`src/saturnPkg.sv`:
```
package saturnPkg;

	// Main processor bus
	typedef logic [24:0] cpuAddrT;
	typedef logic [31:0] cpuDataT;

	// Active low, one bit per byte lane
	typedef logic [3:0] dqmT;

	typedef logic [7:0] smpcDataT;

	// Word address into the CD buffer RAM, taken from A[18:1]
	typedef logic [17:0] cdAddrT;
	typedef logic [15:0] cdDataT;

	typedef logic [7:0] dbgCountT;

	// Windows decoded inside chip select 0
	localparam cpuAddrT ROM_BASE   = 25'h0000000;
	localparam cpuAddrT ROM_LIMIT  = 25'h007FFFF;

	localparam cpuAddrT SMPC_BASE  = 25'h0100000;
	localparam cpuAddrT SMPC_LIMIT = 25'h017FFFF;

	localparam cpuAddrT RAML_BASE  = 25'h0200000;
	localparam cpuAddrT RAML_LIMIT = 25'h02FFFFF;

	// High RAM is the whole of chip select 3

endpackage

```
`src/busInterfaces.sv`:
```
`timescale 1ns/100ps

// Main-bus events seen by the debug monitor
interface mainBusIf;
	logic               ceR;
	saturnPkg::cpuAddrT addr;
	saturnPkg::dqmT     dqm;
	logic               rdN;
	logic               cs3N;

	modport source (
		output ceR,
		output addr,
		output dqm,
		output rdN,
		output cs3N
	);

	modport sink (
		input ceR,
		input addr,
		input dqm,
		input rdN,
		input cs3N
	);
endinterface

// CD processor write events
interface cdBusIf;
	logic              shCeR;
	saturnPkg::cdAddrT cdAddr;
	logic              cs1N;
	logic              wrlN;
	logic              wrhN;

	modport source (
		output shCeR,
		output cdAddr,
		output cs1N,
		output wrlN,
		output wrhN
	);

	modport sink (
		input shCeR,
		input cdAddr,
		input cs1N,
		input wrlN,
		input wrhN
	);
endinterface

```
`src/busActivityMonitor.sv`:
```
`timescale 1ns/100ps

module busActivityMonitor #(
	parameter saturnPkg::cpuAddrT HOOK_ADDR     = 25'h00012B0,
	parameter saturnPkg::cdAddrT  CD_WATCH_ADDR = 18'h3AC0C
) (
	input  logic                 CLK,
	input  logic                 RST_N,
	mainBusIf.sink               mainMon,
	cdBusIf.sink                 cdMon,
	output saturnPkg::dbgCountT  dbgWaitCnt,
	output logic                 dbgHook,
	output saturnPkg::dbgCountT  dbgCdCnt
);

	logic mainIdle;
	logic hookHit;
	logic cdWrite;
	logic cdWrOld;
	logic cdWatchHit;

	// No read strobe and every byte lane masked
	assign mainIdle = mainMon.rdN & (&mainMon.dqm);
	assign hookHit  = !mainMon.rdN && !mainMon.cs3N && (mainMon.addr == HOOK_ADDR);

	always_ff @(posedge CLK or negedge RST_N) begin
		if (!RST_N) begin
			dbgWaitCnt <= '0;
			dbgHook    <= 1'b0;
		end else if (mainMon.ceR) begin
			if (mainIdle) begin
				dbgWaitCnt <= '0;
			end else begin
				dbgWaitCnt <= dbgWaitCnt + 1'b1;
			end
			if (hookHit) begin
				dbgHook <= 1'b1;
			end
		end
	end

	assign cdWrite    = !cdMon.wrlN || !cdMon.wrhN;
	assign cdWatchHit = !cdMon.cs1N && (cdMon.cdAddr == CD_WATCH_ADDR);

	// Count once per write burst, on its first enabled cycle
	always_ff @(posedge CLK or negedge RST_N) begin
		if (!RST_N) begin
			cdWrOld  <= 1'b0;
			dbgCdCnt <= '0;
		end else if (cdMon.shCeR) begin
			cdWrOld <= cdWrite;
			if (cdWrite && !cdWrOld && cdWatchHit) begin
				dbgCdCnt <= dbgCdCnt + 1'b1;
			end
		end
	end

	hookSticky: assert property (@(posedge CLK) disable iff (!RST_N) dbgHook |=> dbgHook)
		else $error("dbgHook dropped without reset");

endmodule

```
`src/cdBufferBridge.sv`:
```
`timescale 1ns/100ps

module cdBufferBridge (
	input  logic              CLK,
	input  logic              RST_N,
	input  logic              shCeR,
	input  saturnPkg::cdAddrT sa,
	input  saturnPkg::cdDataT sdo,
	input  logic              cs1N,
	input  logic              wrlN,
	input  logic              wrhN,
	input  logic              rdN,
	input  saturnPkg::cdDataT bridgeRdData,
	input  saturnPkg::cdDataT cdRamQ,
	input  logic              cdRamRdy,
	output saturnPkg::cdDataT sdi,
	output logic              swaitN,
	output saturnPkg::cdAddrT cdRamA,
	output saturnPkg::cdDataT cdRamD,
	output logic              cdRamCs,
	output logic [1:0]        cdRamWe,
	output logic              cdRamRd,
	cdBusIf.source            mon
);

	// Buffer RAM takes active high strobes
	assign cdRamA  = sa;
	assign cdRamD  = sdo;
	assign cdRamCs = ~cs1N;
	assign cdRamWe = ~{wrhN, wrlN};
	assign cdRamRd = ~rdN;

	// CS1 reads come from the buffer, all else from the host bridge
	assign sdi    = !cs1N ? cdRamQ : bridgeRdData;
	assign swaitN = cdRamRdy;

	assign mon.shCeR  = shCeR;
	assign mon.cdAddr = sa;
	assign mon.cs1N   = cs1N;
	assign mon.wrlN   = wrlN;
	assign mon.wrhN   = wrhN;

	rdWeExclusive: assert property (@(posedge CLK) disable iff (!RST_N)
		!(cdRamRd && (|cdRamWe)))
		else $error("CD buffer read and write strobes high together");

endmodule

```
`src/clockEnableGen.sv`:
```
`timescale 1ns/100ps

module clockEnableGen #(
	parameter int SMPC_DIV = 7
) (
	input  logic CLK,
	input  logic RST_N,
	input  logic ce,
	input  logic pause,
	input  logic cdCe,
	output logic ceR,
	output logic ceF,
	output logic smpcCe,
	output logic smpcResN,
	output logic shCeR,
	output logic shCeF
);

	localparam int CNT_W = (SMPC_DIV > 1) ? $clog2(SMPC_DIV) : 1;
	localparam logic [CNT_W-1:0] CNT_LAST = CNT_W'(SMPC_DIV - 1);

	logic             mclk;
	logic             shClk;
	logic [CNT_W-1:0] divCnt;

	// Main clock phase, frozen while paused
	always_ff @(posedge CLK or negedge RST_N) begin
		if (!RST_N) begin
			mclk <= 1'b0;
		end else if (ce && !pause) begin
			mclk <= ~mclk;
		end
	end

	assign ceR = mclk & ~pause;
	assign ceF = ~mclk & ~pause;

	// CD processor phase runs on its own enable
	always_ff @(posedge CLK or negedge RST_N) begin
		if (!RST_N) begin
			shClk <= 1'b0;
		end else if (cdCe) begin
			shClk <= ~shClk;
		end
	end

	assign shCeR = shClk & cdCe;
	assign shCeF = ~shClk & cdCe;

	// Slow SMPC enable; its reset lifts on the first enable seen
	always_ff @(posedge CLK or negedge RST_N) begin
		if (!RST_N) begin
			divCnt   <= '0;
			smpcCe   <= 1'b0;
			smpcResN <= 1'b0;
		end else if (ceR) begin
			if (divCnt == CNT_LAST) begin
				divCnt <= '0;
				smpcCe <= 1'b1;
			end else begin
				divCnt <= divCnt + 1'b1;
				smpcCe <= 1'b0;
			end
			if (smpcCe) begin
				smpcResN <= 1'b1;
			end
		end
	end

	ceExclusive: assert property (@(posedge CLK) disable iff (!RST_N) !(ceR && ceF))
		else $error("ceR and ceF high in the same cycle");

endmodule

```
`src/mainBusRouter.sv`:
```
`timescale 1ns/100ps

module mainBusRouter (
	input  logic                CLK,
	input  logic                RST_N,
	input  logic                ceR,
	input  saturnPkg::cpuAddrT  addr,
	input  saturnPkg::cpuDataT  wrData,
	input  saturnPkg::dqmT      dqm,
	input  logic                rdN,
	input  logic                cs0N,
	input  logic                cs3N,
	input  logic                scuWaitN,
	input  saturnPkg::cpuDataT  memRdData,
	input  saturnPkg::smpcDataT smpcRdData,
	input  saturnPkg::cpuDataT  scuRdData,
	input  logic                memWaitN,
	output saturnPkg::cpuDataT  rdData,
	output logic                cpuWaitN,
	output logic                romCsN,
	output logic                ramlCsN,
	output logic                ramhCsN,
	output logic                smpcCsN,
	output saturnPkg::cpuAddrT  memAddr,
	output saturnPkg::cpuDataT  memWrData,
	mainBusIf.source            mon
);

	logic romSel;
	logic ramlSel;
	logic ramhSel;
	logic smpcSel;
	logic memSel;

	function automatic logic inWindow(
		input saturnPkg::cpuAddrT a,
		input saturnPkg::cpuAddrT base,
		input saturnPkg::cpuAddrT limit
	);
		return (a >= base) && (a <= limit);
	endfunction

	// CS0 space split by the console memory map
	assign romSel  = !cs0N && inWindow(addr, saturnPkg::ROM_BASE, saturnPkg::ROM_LIMIT);
	assign smpcSel = !cs0N && inWindow(addr, saturnPkg::SMPC_BASE, saturnPkg::SMPC_LIMIT);
	assign ramlSel = !cs0N && inWindow(addr, saturnPkg::RAML_BASE, saturnPkg::RAML_LIMIT);
	assign ramhSel = !cs3N;
	assign memSel  = romSel | ramlSel | ramhSel;

	assign romCsN  = ~romSel;
	assign ramlCsN = ~ramlSel;
	assign ramhCsN = ~ramhSel;
	assign smpcCsN = ~smpcSel;

	assign memAddr   = addr;
	assign memWrData = wrData;

	// SMPC is a byte port, so its data shows on every lane
	assign rdData = memSel  ? memRdData :
	                smpcSel ? {4{smpcRdData}} :
	                scuRdData;

	// Memory wait only counts when a memory is addressed
	assign cpuWaitN = scuWaitN & (memWaitN | ~memSel);

	assign mon.ceR  = ceR;
	assign mon.addr = addr;
	assign mon.dqm  = dqm;
	assign mon.rdN  = rdN;
	assign mon.cs3N = cs3N;

	selOneHot: assert property (@(posedge CLK) disable iff (!RST_N)
		$onehot0({romSel, ramlSel, ramhSel, smpcSel}))
		else $error("more than one main-bus select active");

endmodule

```
`src/saturnBusGlue.sv`:
```
`timescale 1ns/100ps

module saturnBusGlue #(
	parameter int                 SMPC_DIV      = 7,
	parameter saturnPkg::cpuAddrT HOOK_ADDR     = 25'h00012B0,
	parameter saturnPkg::cdAddrT  CD_WATCH_ADDR = 18'h3AC0C
) (
	input  logic                 CLK,
	input  logic                 RST_N,
	input  logic                 ce,
	input  logic                 pause,
	input  logic                 cdCe,
	output logic                 ceR,
	output logic                 ceF,
	output logic                 smpcCe,
	output logic                 smpcResN,
	output logic                 shCeR,
	output logic                 shCeF,

	input  saturnPkg::cpuAddrT   addr,
	input  saturnPkg::cpuDataT   wrData,
	input  saturnPkg::dqmT       dqm,
	input  logic                 rdN,
	input  logic                 cs0N,
	input  logic                 cs3N,
	input  logic                 scuWaitN,
	input  saturnPkg::cpuDataT   memRdData,
	input  saturnPkg::smpcDataT  smpcRdData,
	input  saturnPkg::cpuDataT   scuRdData,
	input  logic                 memWaitN,
	output saturnPkg::cpuDataT   rdData,
	output logic                 cpuWaitN,
	output logic                 romCsN,
	output logic                 ramlCsN,
	output logic                 ramhCsN,
	output logic                 smpcCsN,
	output saturnPkg::cpuAddrT   memAddr,
	output saturnPkg::cpuDataT   memWrData,

	// CD processor side; cdRdN is the CD read strobe
	input  saturnPkg::cdAddrT    sa,
	input  saturnPkg::cdDataT    sdo,
	input  logic                 cs1N,
	input  logic                 wrlN,
	input  logic                 wrhN,
	input  logic                 cdRdN,
	input  saturnPkg::cdDataT    bridgeRdData,
	input  saturnPkg::cdDataT    cdRamQ,
	input  logic                 cdRamRdy,
	output saturnPkg::cdDataT    sdi,
	output logic                 swaitN,
	output saturnPkg::cdAddrT    cdRamA,
	output saturnPkg::cdDataT    cdRamD,
	output logic                 cdRamCs,
	output logic [1:0]           cdRamWe,
	output logic                 cdRamRd,

	output saturnPkg::dbgCountT  dbgWaitCnt,
	output logic                 dbgHook,
	output saturnPkg::dbgCountT  dbgCdCnt
);

	mainBusIf mainBus ();
	cdBusIf   cdBus ();

	clockEnableGen #(
		.SMPC_DIV(SMPC_DIV)
	) clkEn_i (
		.CLK(CLK),
		.RST_N(RST_N),
		.ce(ce),
		.pause(pause),
		.cdCe(cdCe),
		.ceR(ceR),
		.ceF(ceF),
		.smpcCe(smpcCe),
		.smpcResN(smpcResN),
		.shCeR(shCeR),
		.shCeF(shCeF)
	);

	mainBusRouter router_i (
		.CLK(CLK),
		.RST_N(RST_N),
		.ceR(ceR),
		.addr(addr),
		.wrData(wrData),
		.dqm(dqm),
		.rdN(rdN),
		.cs0N(cs0N),
		.cs3N(cs3N),
		.scuWaitN(scuWaitN),
		.memRdData(memRdData),
		.smpcRdData(smpcRdData),
		.scuRdData(scuRdData),
		.memWaitN(memWaitN),
		.rdData(rdData),
		.cpuWaitN(cpuWaitN),
		.romCsN(romCsN),
		.ramlCsN(ramlCsN),
		.ramhCsN(ramhCsN),
		.smpcCsN(smpcCsN),
		.memAddr(memAddr),
		.memWrData(memWrData),
		.mon(mainBus.source)
	);

	cdBufferBridge cdBridge_i (
		.CLK(CLK),
		.RST_N(RST_N),
		.shCeR(shCeR),
		.sa(sa),
		.sdo(sdo),
		.cs1N(cs1N),
		.wrlN(wrlN),
		.wrhN(wrhN),
		.rdN(cdRdN),
		.bridgeRdData(bridgeRdData),
		.cdRamQ(cdRamQ),
		.cdRamRdy(cdRamRdy),
		.sdi(sdi),
		.swaitN(swaitN),
		.cdRamA(cdRamA),
		.cdRamD(cdRamD),
		.cdRamCs(cdRamCs),
		.cdRamWe(cdRamWe),
		.cdRamRd(cdRamRd),
		.mon(cdBus.source)
	);

	busActivityMonitor #(
		.HOOK_ADDR(HOOK_ADDR),
		.CD_WATCH_ADDR(CD_WATCH_ADDR)
	) monitor_i (
		.CLK(CLK),
		.RST_N(RST_N),
		.mainMon(mainBus.sink),
		.cdMon(cdBus.sink),
		.dbgWaitCnt(dbgWaitCnt),
		.dbgHook(dbgHook),
		.dbgCdCnt(dbgCdCnt)
	);

endmodule

```
`config.mk`:
```
export PLATFORM = sky130hd
export DESIGN_NAME = saturnBusGlue
export DESIGN_NICKNAME = d
export VERILOG_FILES = /design/src/saturnPkg.sv /design/src/busInterfaces.sv /design/src/busActivityMonitor.sv /design/src/cdBufferBridge.sv /design/src/clockEnableGen.sv /design/src/mainBusRouter.sv /design/src/saturnBusGlue.sv
export SDC_FILE = /design/constraint.sdc
export NUM_CORES = 1
export LEC_CHECK = 0
export ABC_AREA = 1
export BUFFER_PORTS_ARGS = -buffer_cell sky130_fd_sc_hd__clkbuf_2
export CAP_MARGIN = 20
export CORE_AREA = 2 2 148 150
export CTS_CLUSTER_SIZE = 40
export DETAILED_ROUTE_END_ITERATION = 7
export DIE_AREA = 0 0 150 152
export PLACE_DENSITY = 0.52
export SETUP_SLACK_MARGIN = 0.4
export SLEW_MARGIN = 20
export SYNTH_ARGS = -nofsm -noshare
export SYNTH_HDL_FRONTEND = slang
export SYNTH_SLANG_ARGS = --single-unit
```
`constraint.sdc`:
```
create_clock -name CLK -period 1.94 [get_ports CLK]
set_input_delay 0.388 -clock CLK [delete_from_list [all_inputs] [get_ports CLK]]
set_output_delay 0.388 -clock CLK [all_outputs]
set_load 0.01 [all_outputs]
```
Word level (Yosys, flattened, before mapping)
Cells that the tools add are included.

Order comparisons: 6. Reduce and logical (&&, ||, !) cells: 25. Eq/ne operators: 3. Mux-type cells: 6. Add/sub/neg operators: 3. Bitwise logic cells: 19.

Operators with widths (count): 32-bit 2-to-1 mux (2); 25-bit by 13-bit == test with 1-bit output, second input constant (1); 25-bit by 1-bit greater-or-equal comparator with 1-bit output, second input constant (1); 25-bit by 21-bit greater-or-equal comparator with 1-bit output, second input constant (1); 25-bit by 22-bit greater-or-equal comparator with 1-bit output, second input constant (1); 25-bit by 19-bit <= comparator with 1-bit output, second input constant (1); 25-bit by 21-bit <= comparator with 1-bit output, second input constant (1); 25-bit by 22-bit <= comparator with 1-bit output, second input constant (1); 18-bit == test, second input constant (1); 8-bit by 1-bit adder with 8-bit output, second input constant (2); 16-bit 2-to-1 mux (1); 1-bit logical AND (12); 1-bit inverter (9); 1-bit zero test (8); 8-bit 2-to-1 mux (1); 1-bit bitwise AND (6); 2-bit AND reduction (3); 4-bit AND reduction (1); 3-bit by 1-bit adder with 3-bit output, second input constant (1); 3-bit == test, second input constant (1); 3-bit 2-to-1 mux (1); 1-bit OR (3); 2-bit inverter (1); 1-bit logical OR (1); 1-bit 2-to-1 mux (1).

Register bits: 25. Output and inout bits: 172.

Logic depth before layout (Yosys ltp)
Depth in word-level cells: 8. Depth in mapped cells: 9.

Cells and area by module
From an unflattened synthesis, not the netlist that was laid out.

Cells, all modules: 616. Area total of the unflattened synthesis: 3768.6 µm².

By module, submodules not included: mainBusRouter (times used 1, cells an instance 289, area an instance 1582.8 µm²); busActivityMonitor (times used 1, cells an instance 175, area an instance 1179.9 µm²); cdBufferBridge (times used 1, cells an instance 112, area an instance 678.2 µm²); clockEnableGen (times used 1, cells an instance 40, area an instance 327.8 µm²).

Worst setup path before layout
OpenSTA, ideal clock, no wires.

Kind: input-to-output. From: input port addr[22]. To: output port rdData[10]. Path buffers: 1. Arrival: 1.258 ns. Cell stages on the path: 8. Setup slack: 0.294 ns. Path through: nor2_2 and2_4 nand3_2 nand3_4 inv_6 buf_12 nand2_2 nand2_2.

Word-level cells in the longest chain between the ends: 6. Elaborated cells between the ends (all ways): 16. Those cells by class: 6 x order compare; 2 x mux; 2 x bitwise; 6 x reduce/logical.

RTL lines: start: declaration (line saturnBusGlue.sv:20) `input saturnPkg::cpuAddrT addr,`; 25-bit by 1-bit greater-or-equal comparator with 1-bit output, or another cell as far along (line mainBusRouter.sv:40) `return (a >= base) && (a <= limit);`; 1-bit logical AND (line mainBusRouter.sv:40); 1-bit logical AND, on equally long branches (line mainBusRouter.sv:44, mainBusRouter.sv:46); 1-bit OR (2 in a row) (line mainBusRouter.sv:48) `assign memSel = romSel | ramlSel | ramhSel;`; 32-bit 2-to-1 mux * (line mainBusRouter.sv:59) `assign rdData = memSel ? memRdData :`; end: declaration (line saturnBusGlue.sv:31) `output saturnPkg::cpuDataT rdData,`.

Every way passes the cells marked *; elsewhere a longest branch is shown, timed or not.

Final worst setup path
From: input port addr[22]. To: output port rdData[21].

The elaborated chain is that of the path after synthesis.

==> metrics <==
final hold vios 0; DIE HEIGHT 152 um; fmax around 520 MHz; Fin Clk Skew 1.849 ps; Min Clock Period, post-route 1941 ps; footprint of the multi-input gates 1962 um^2; diode count 0; Arr. time, crit path 1550 ps; Primary FF master, synth dfrtp_1; failing checks setup timing; # DRC 0; final hold slack ~140 ps; Worst Path Required 1550 ps; Worst Setup End Kind primary output; HPWL after DPL between 10000 and 15000 um; sequential cell area 625.6 um^2; synthesized area 3465 um^2; count of pins over their slew limit 0; synth warn 0; PwrDens 523.8 nW/um^2; CTS buffer count 3; layout cells sized above 1 a little over half; routed len/inst roughly 13 um; final WL ~13000 um; Seq/Total Area, Yosys 18.06%; Ports 386; worst vdd ir between 500 and 600 uV; Critical Path Start Type input port; Max Buffers Root-to-Sink 2; H-tree depth 1; # setup viols final 1; die width 150 um; Slew @ Worst Pin 653.2 ps; final period utilization 100.0%; first-pass GRT wire length 18850 um; Leak roughly 3.1 nW; full die area 22800 um^2; Core Footprint 21350 um^2; total of max-cap violations 0; ANT nets after route 0; CTS Hold Buffers Added 0; RSZ-0062 raised after global routing true; vias roughly 4000; Setup CP Type in2out; Hold/Removal Path Class in2async; Syn Inst Count 556; GRT overflow 0; gp weighted congestion 0.8187; synthesized area per cell 6.231 um^2; CTS Root Cell clkbuf_16; GRT Total Usage 10.37%; vias in the first global route 3551; FILL cells 2376; Clock transition at path regs ~70 ps; Initial Util 16.23%; syn nets 772; final worst slack -0.7723 ps; initial antenna violation count 0; Clock Sinks 25; synth unique cells 37; final net count 989; Layout area overhead 47.35%; fin cells 1052; largest net degree at the start of global routing 34; Via density about 3.8; status finished with violations; Yosys reg bits 25; EDFF count, synth 0; # port buffers ~290; Inst Count DP between 1000 and 1500; DRT iter0 DRCs approximately 150; clk_lat worst skew 260 ps; relative slew slack 56.45%; CP max FO 33; CTS tree built; Rows 54; DR pass1 iterations 4; Post-synth ARST share 100.0%
[final cells by class]
type,instances,share of cell area [%]
Multi-Input combinational cell,376,38.43
Timing Repair Buffer,318,36.91
Sequential cell,25,12.25
Tap cell,280,6.863
Inverter,49,3.995
Clock buffer,4,1.544
[sequential cells by signal, summed over array words and instances (netlist names)]
name / count
monitor_i.dbgCdCnt: 8
monitor_i.dbgWaitCnt: 8
clkEn_i.divCnt: 3
clkEn_i.mclk: 1
clkEn_i.shClk: 1
clkEn_i.smpcCe: 1
clkEn_i.smpcResN: 1
monitor_i.cdWrOld: 1
monitor_i.dbgHook: 1
[power breakdown]
| group | total (W) | switching (W) | internal, W | leakage, nW |
|---|---|---|---|---|
| clock | 0.000465 | 0.000184 | 0.000281 | 0.0382 |
| combinational | 0.00139 | 0.000757 | 0.000632 | 2.72 |
| sequential | 0.000819 | 0.000143 | 0.000677 | 0.302 |
[cells in the final DEF, fill, tap and decap left out, types with 2 or more instances in the layout]
master and instances:
nand4_1 12, nand2_4 8, nand3_1 20, ha_1 2
buf_8 3, inv_2 2, nand2_1 181, buf_4 12
inv_1 44, buf_6 24, xor2_1 4, o21ai_0 6
nor4_1 3, dfrtp_1 25, nor2_4 4, buf_2 4
xnor2_1 4, nand2_2 74, nor2_1 30, buf_12 3
a21oi_1 5, clkbuf_8 2, nand3_4 3, nor2_2 3
nor3_1 4, clkbuf_2 269, clkbuf_16 4
[worst paths after layout]
kind                             startpoint                      end  slack [ps]  cells past startpoint
setup / recovery                   addr[22]               rdData[21]        -0.8                     10
hold / removal                        RST_N           clkEn_i.smpcCe         140                      1
setup reg to reg              clkEn_i.shClk    monitor_i.dbgCdCnt[0]         630                      7
hold reg to reg            clkEn_i.smpcResN         clkEn_i.smpcResN         470                      1
max in group asynchronous             RST_N  monitor_i.dbgWaitCnt[4]        1370                      1
min in group CLK                       cdCe            clkEn_i.shClk         340                      2
[routing by layer]
metal  track usage, %  routed length, um
met2            19.35               6624
met3            1.802               1026
met4            1.932                202
met5                0                  0
met1            12.35               5308
[critical path, stage by stage]
cell      delay [ps]
buf_8            100
nor2_4           100
and2_4           200
nor2_4            40
nand3_4           80
nand3_4          120
buf_12           190
nand2_1          120
nand2_4           60
clkbuf_8         130
[Yosys cell counts (2+ instances only)]
library cell | n | area, um^2
o21ai_0 | 6 | 30.03
nor3_1 | 5 | 25.02
inv_1 | 45 | 168.9
nor2_1 | 32 | 120.1
clkbuf_1 | 2 | 7.510
nand4_1 | 12 | 75.07
buf_12 | 3 | 60.06
nor4_1 | 3 | 18.77
nand2_1 | 204 | 765.7
dfrtp_1 | 25 | 625.6
buf_6 | 3 | 33.78
xor2_1 | 4 | 35.03
xnor2_1 | 4 | 35.03
nand2_2 | 59 | 369.1
nand3_1 | 20 | 100.1
nor2_2 | 4 | 25.02
ha_1 | 2 | 25.02
nand3_4 | 2 | 35.03
buf_4 | 96 | 720.7
inv_2 | 2 | 7.510
buf_2 | 2 | 10.01
a21oi_1 | 6 | 30.03
[stage by stage]
stage                     cell area (um^2)  TNS (ps)  setup WS [ps]  util [%]  power (W)
final                                 5105   -0.7723        -0.7723     23.91   0.002674
after global routing                  5105     -1146         -59.02     23.91   0.002908
after CTS                             4895    -37.87         -18.59     22.93   0.002622
after detailed placement              4674    -470.6         -80.78     21.89   0.002113
after global placement                4674    -359.0         -51.75     21.89   0.002112
after floorplan                       3533         0          308.2         -   0.001670
[kinds of logic (layout without fill, tap and decap cells)]
kind of cell / count (synthesis) / in the layout / share of synthesized area [%]
and+or+nand+nor: 349 / 349 / 46.80
buffers and inverters: 155 / 371 / 29.61
DFF: 25 / 25 / 18.06
AOI/OAI and AO/OA: 17 / 17 / 2.781
xor gates and xnor gates: 8 / 8 / 2.022
adders and majority gates: 2 / 2 / 0.7222
[repair_timing]
item | in CTS | in global routing
setup endpoints to repair | 36 | 46
gates resized for setup | 32 | 46
pin swaps | 2 | 3
buffers inserted | 2 | 8
cloned | 0 | 1
Note: power is estimated with default switching activity, not from simulation.
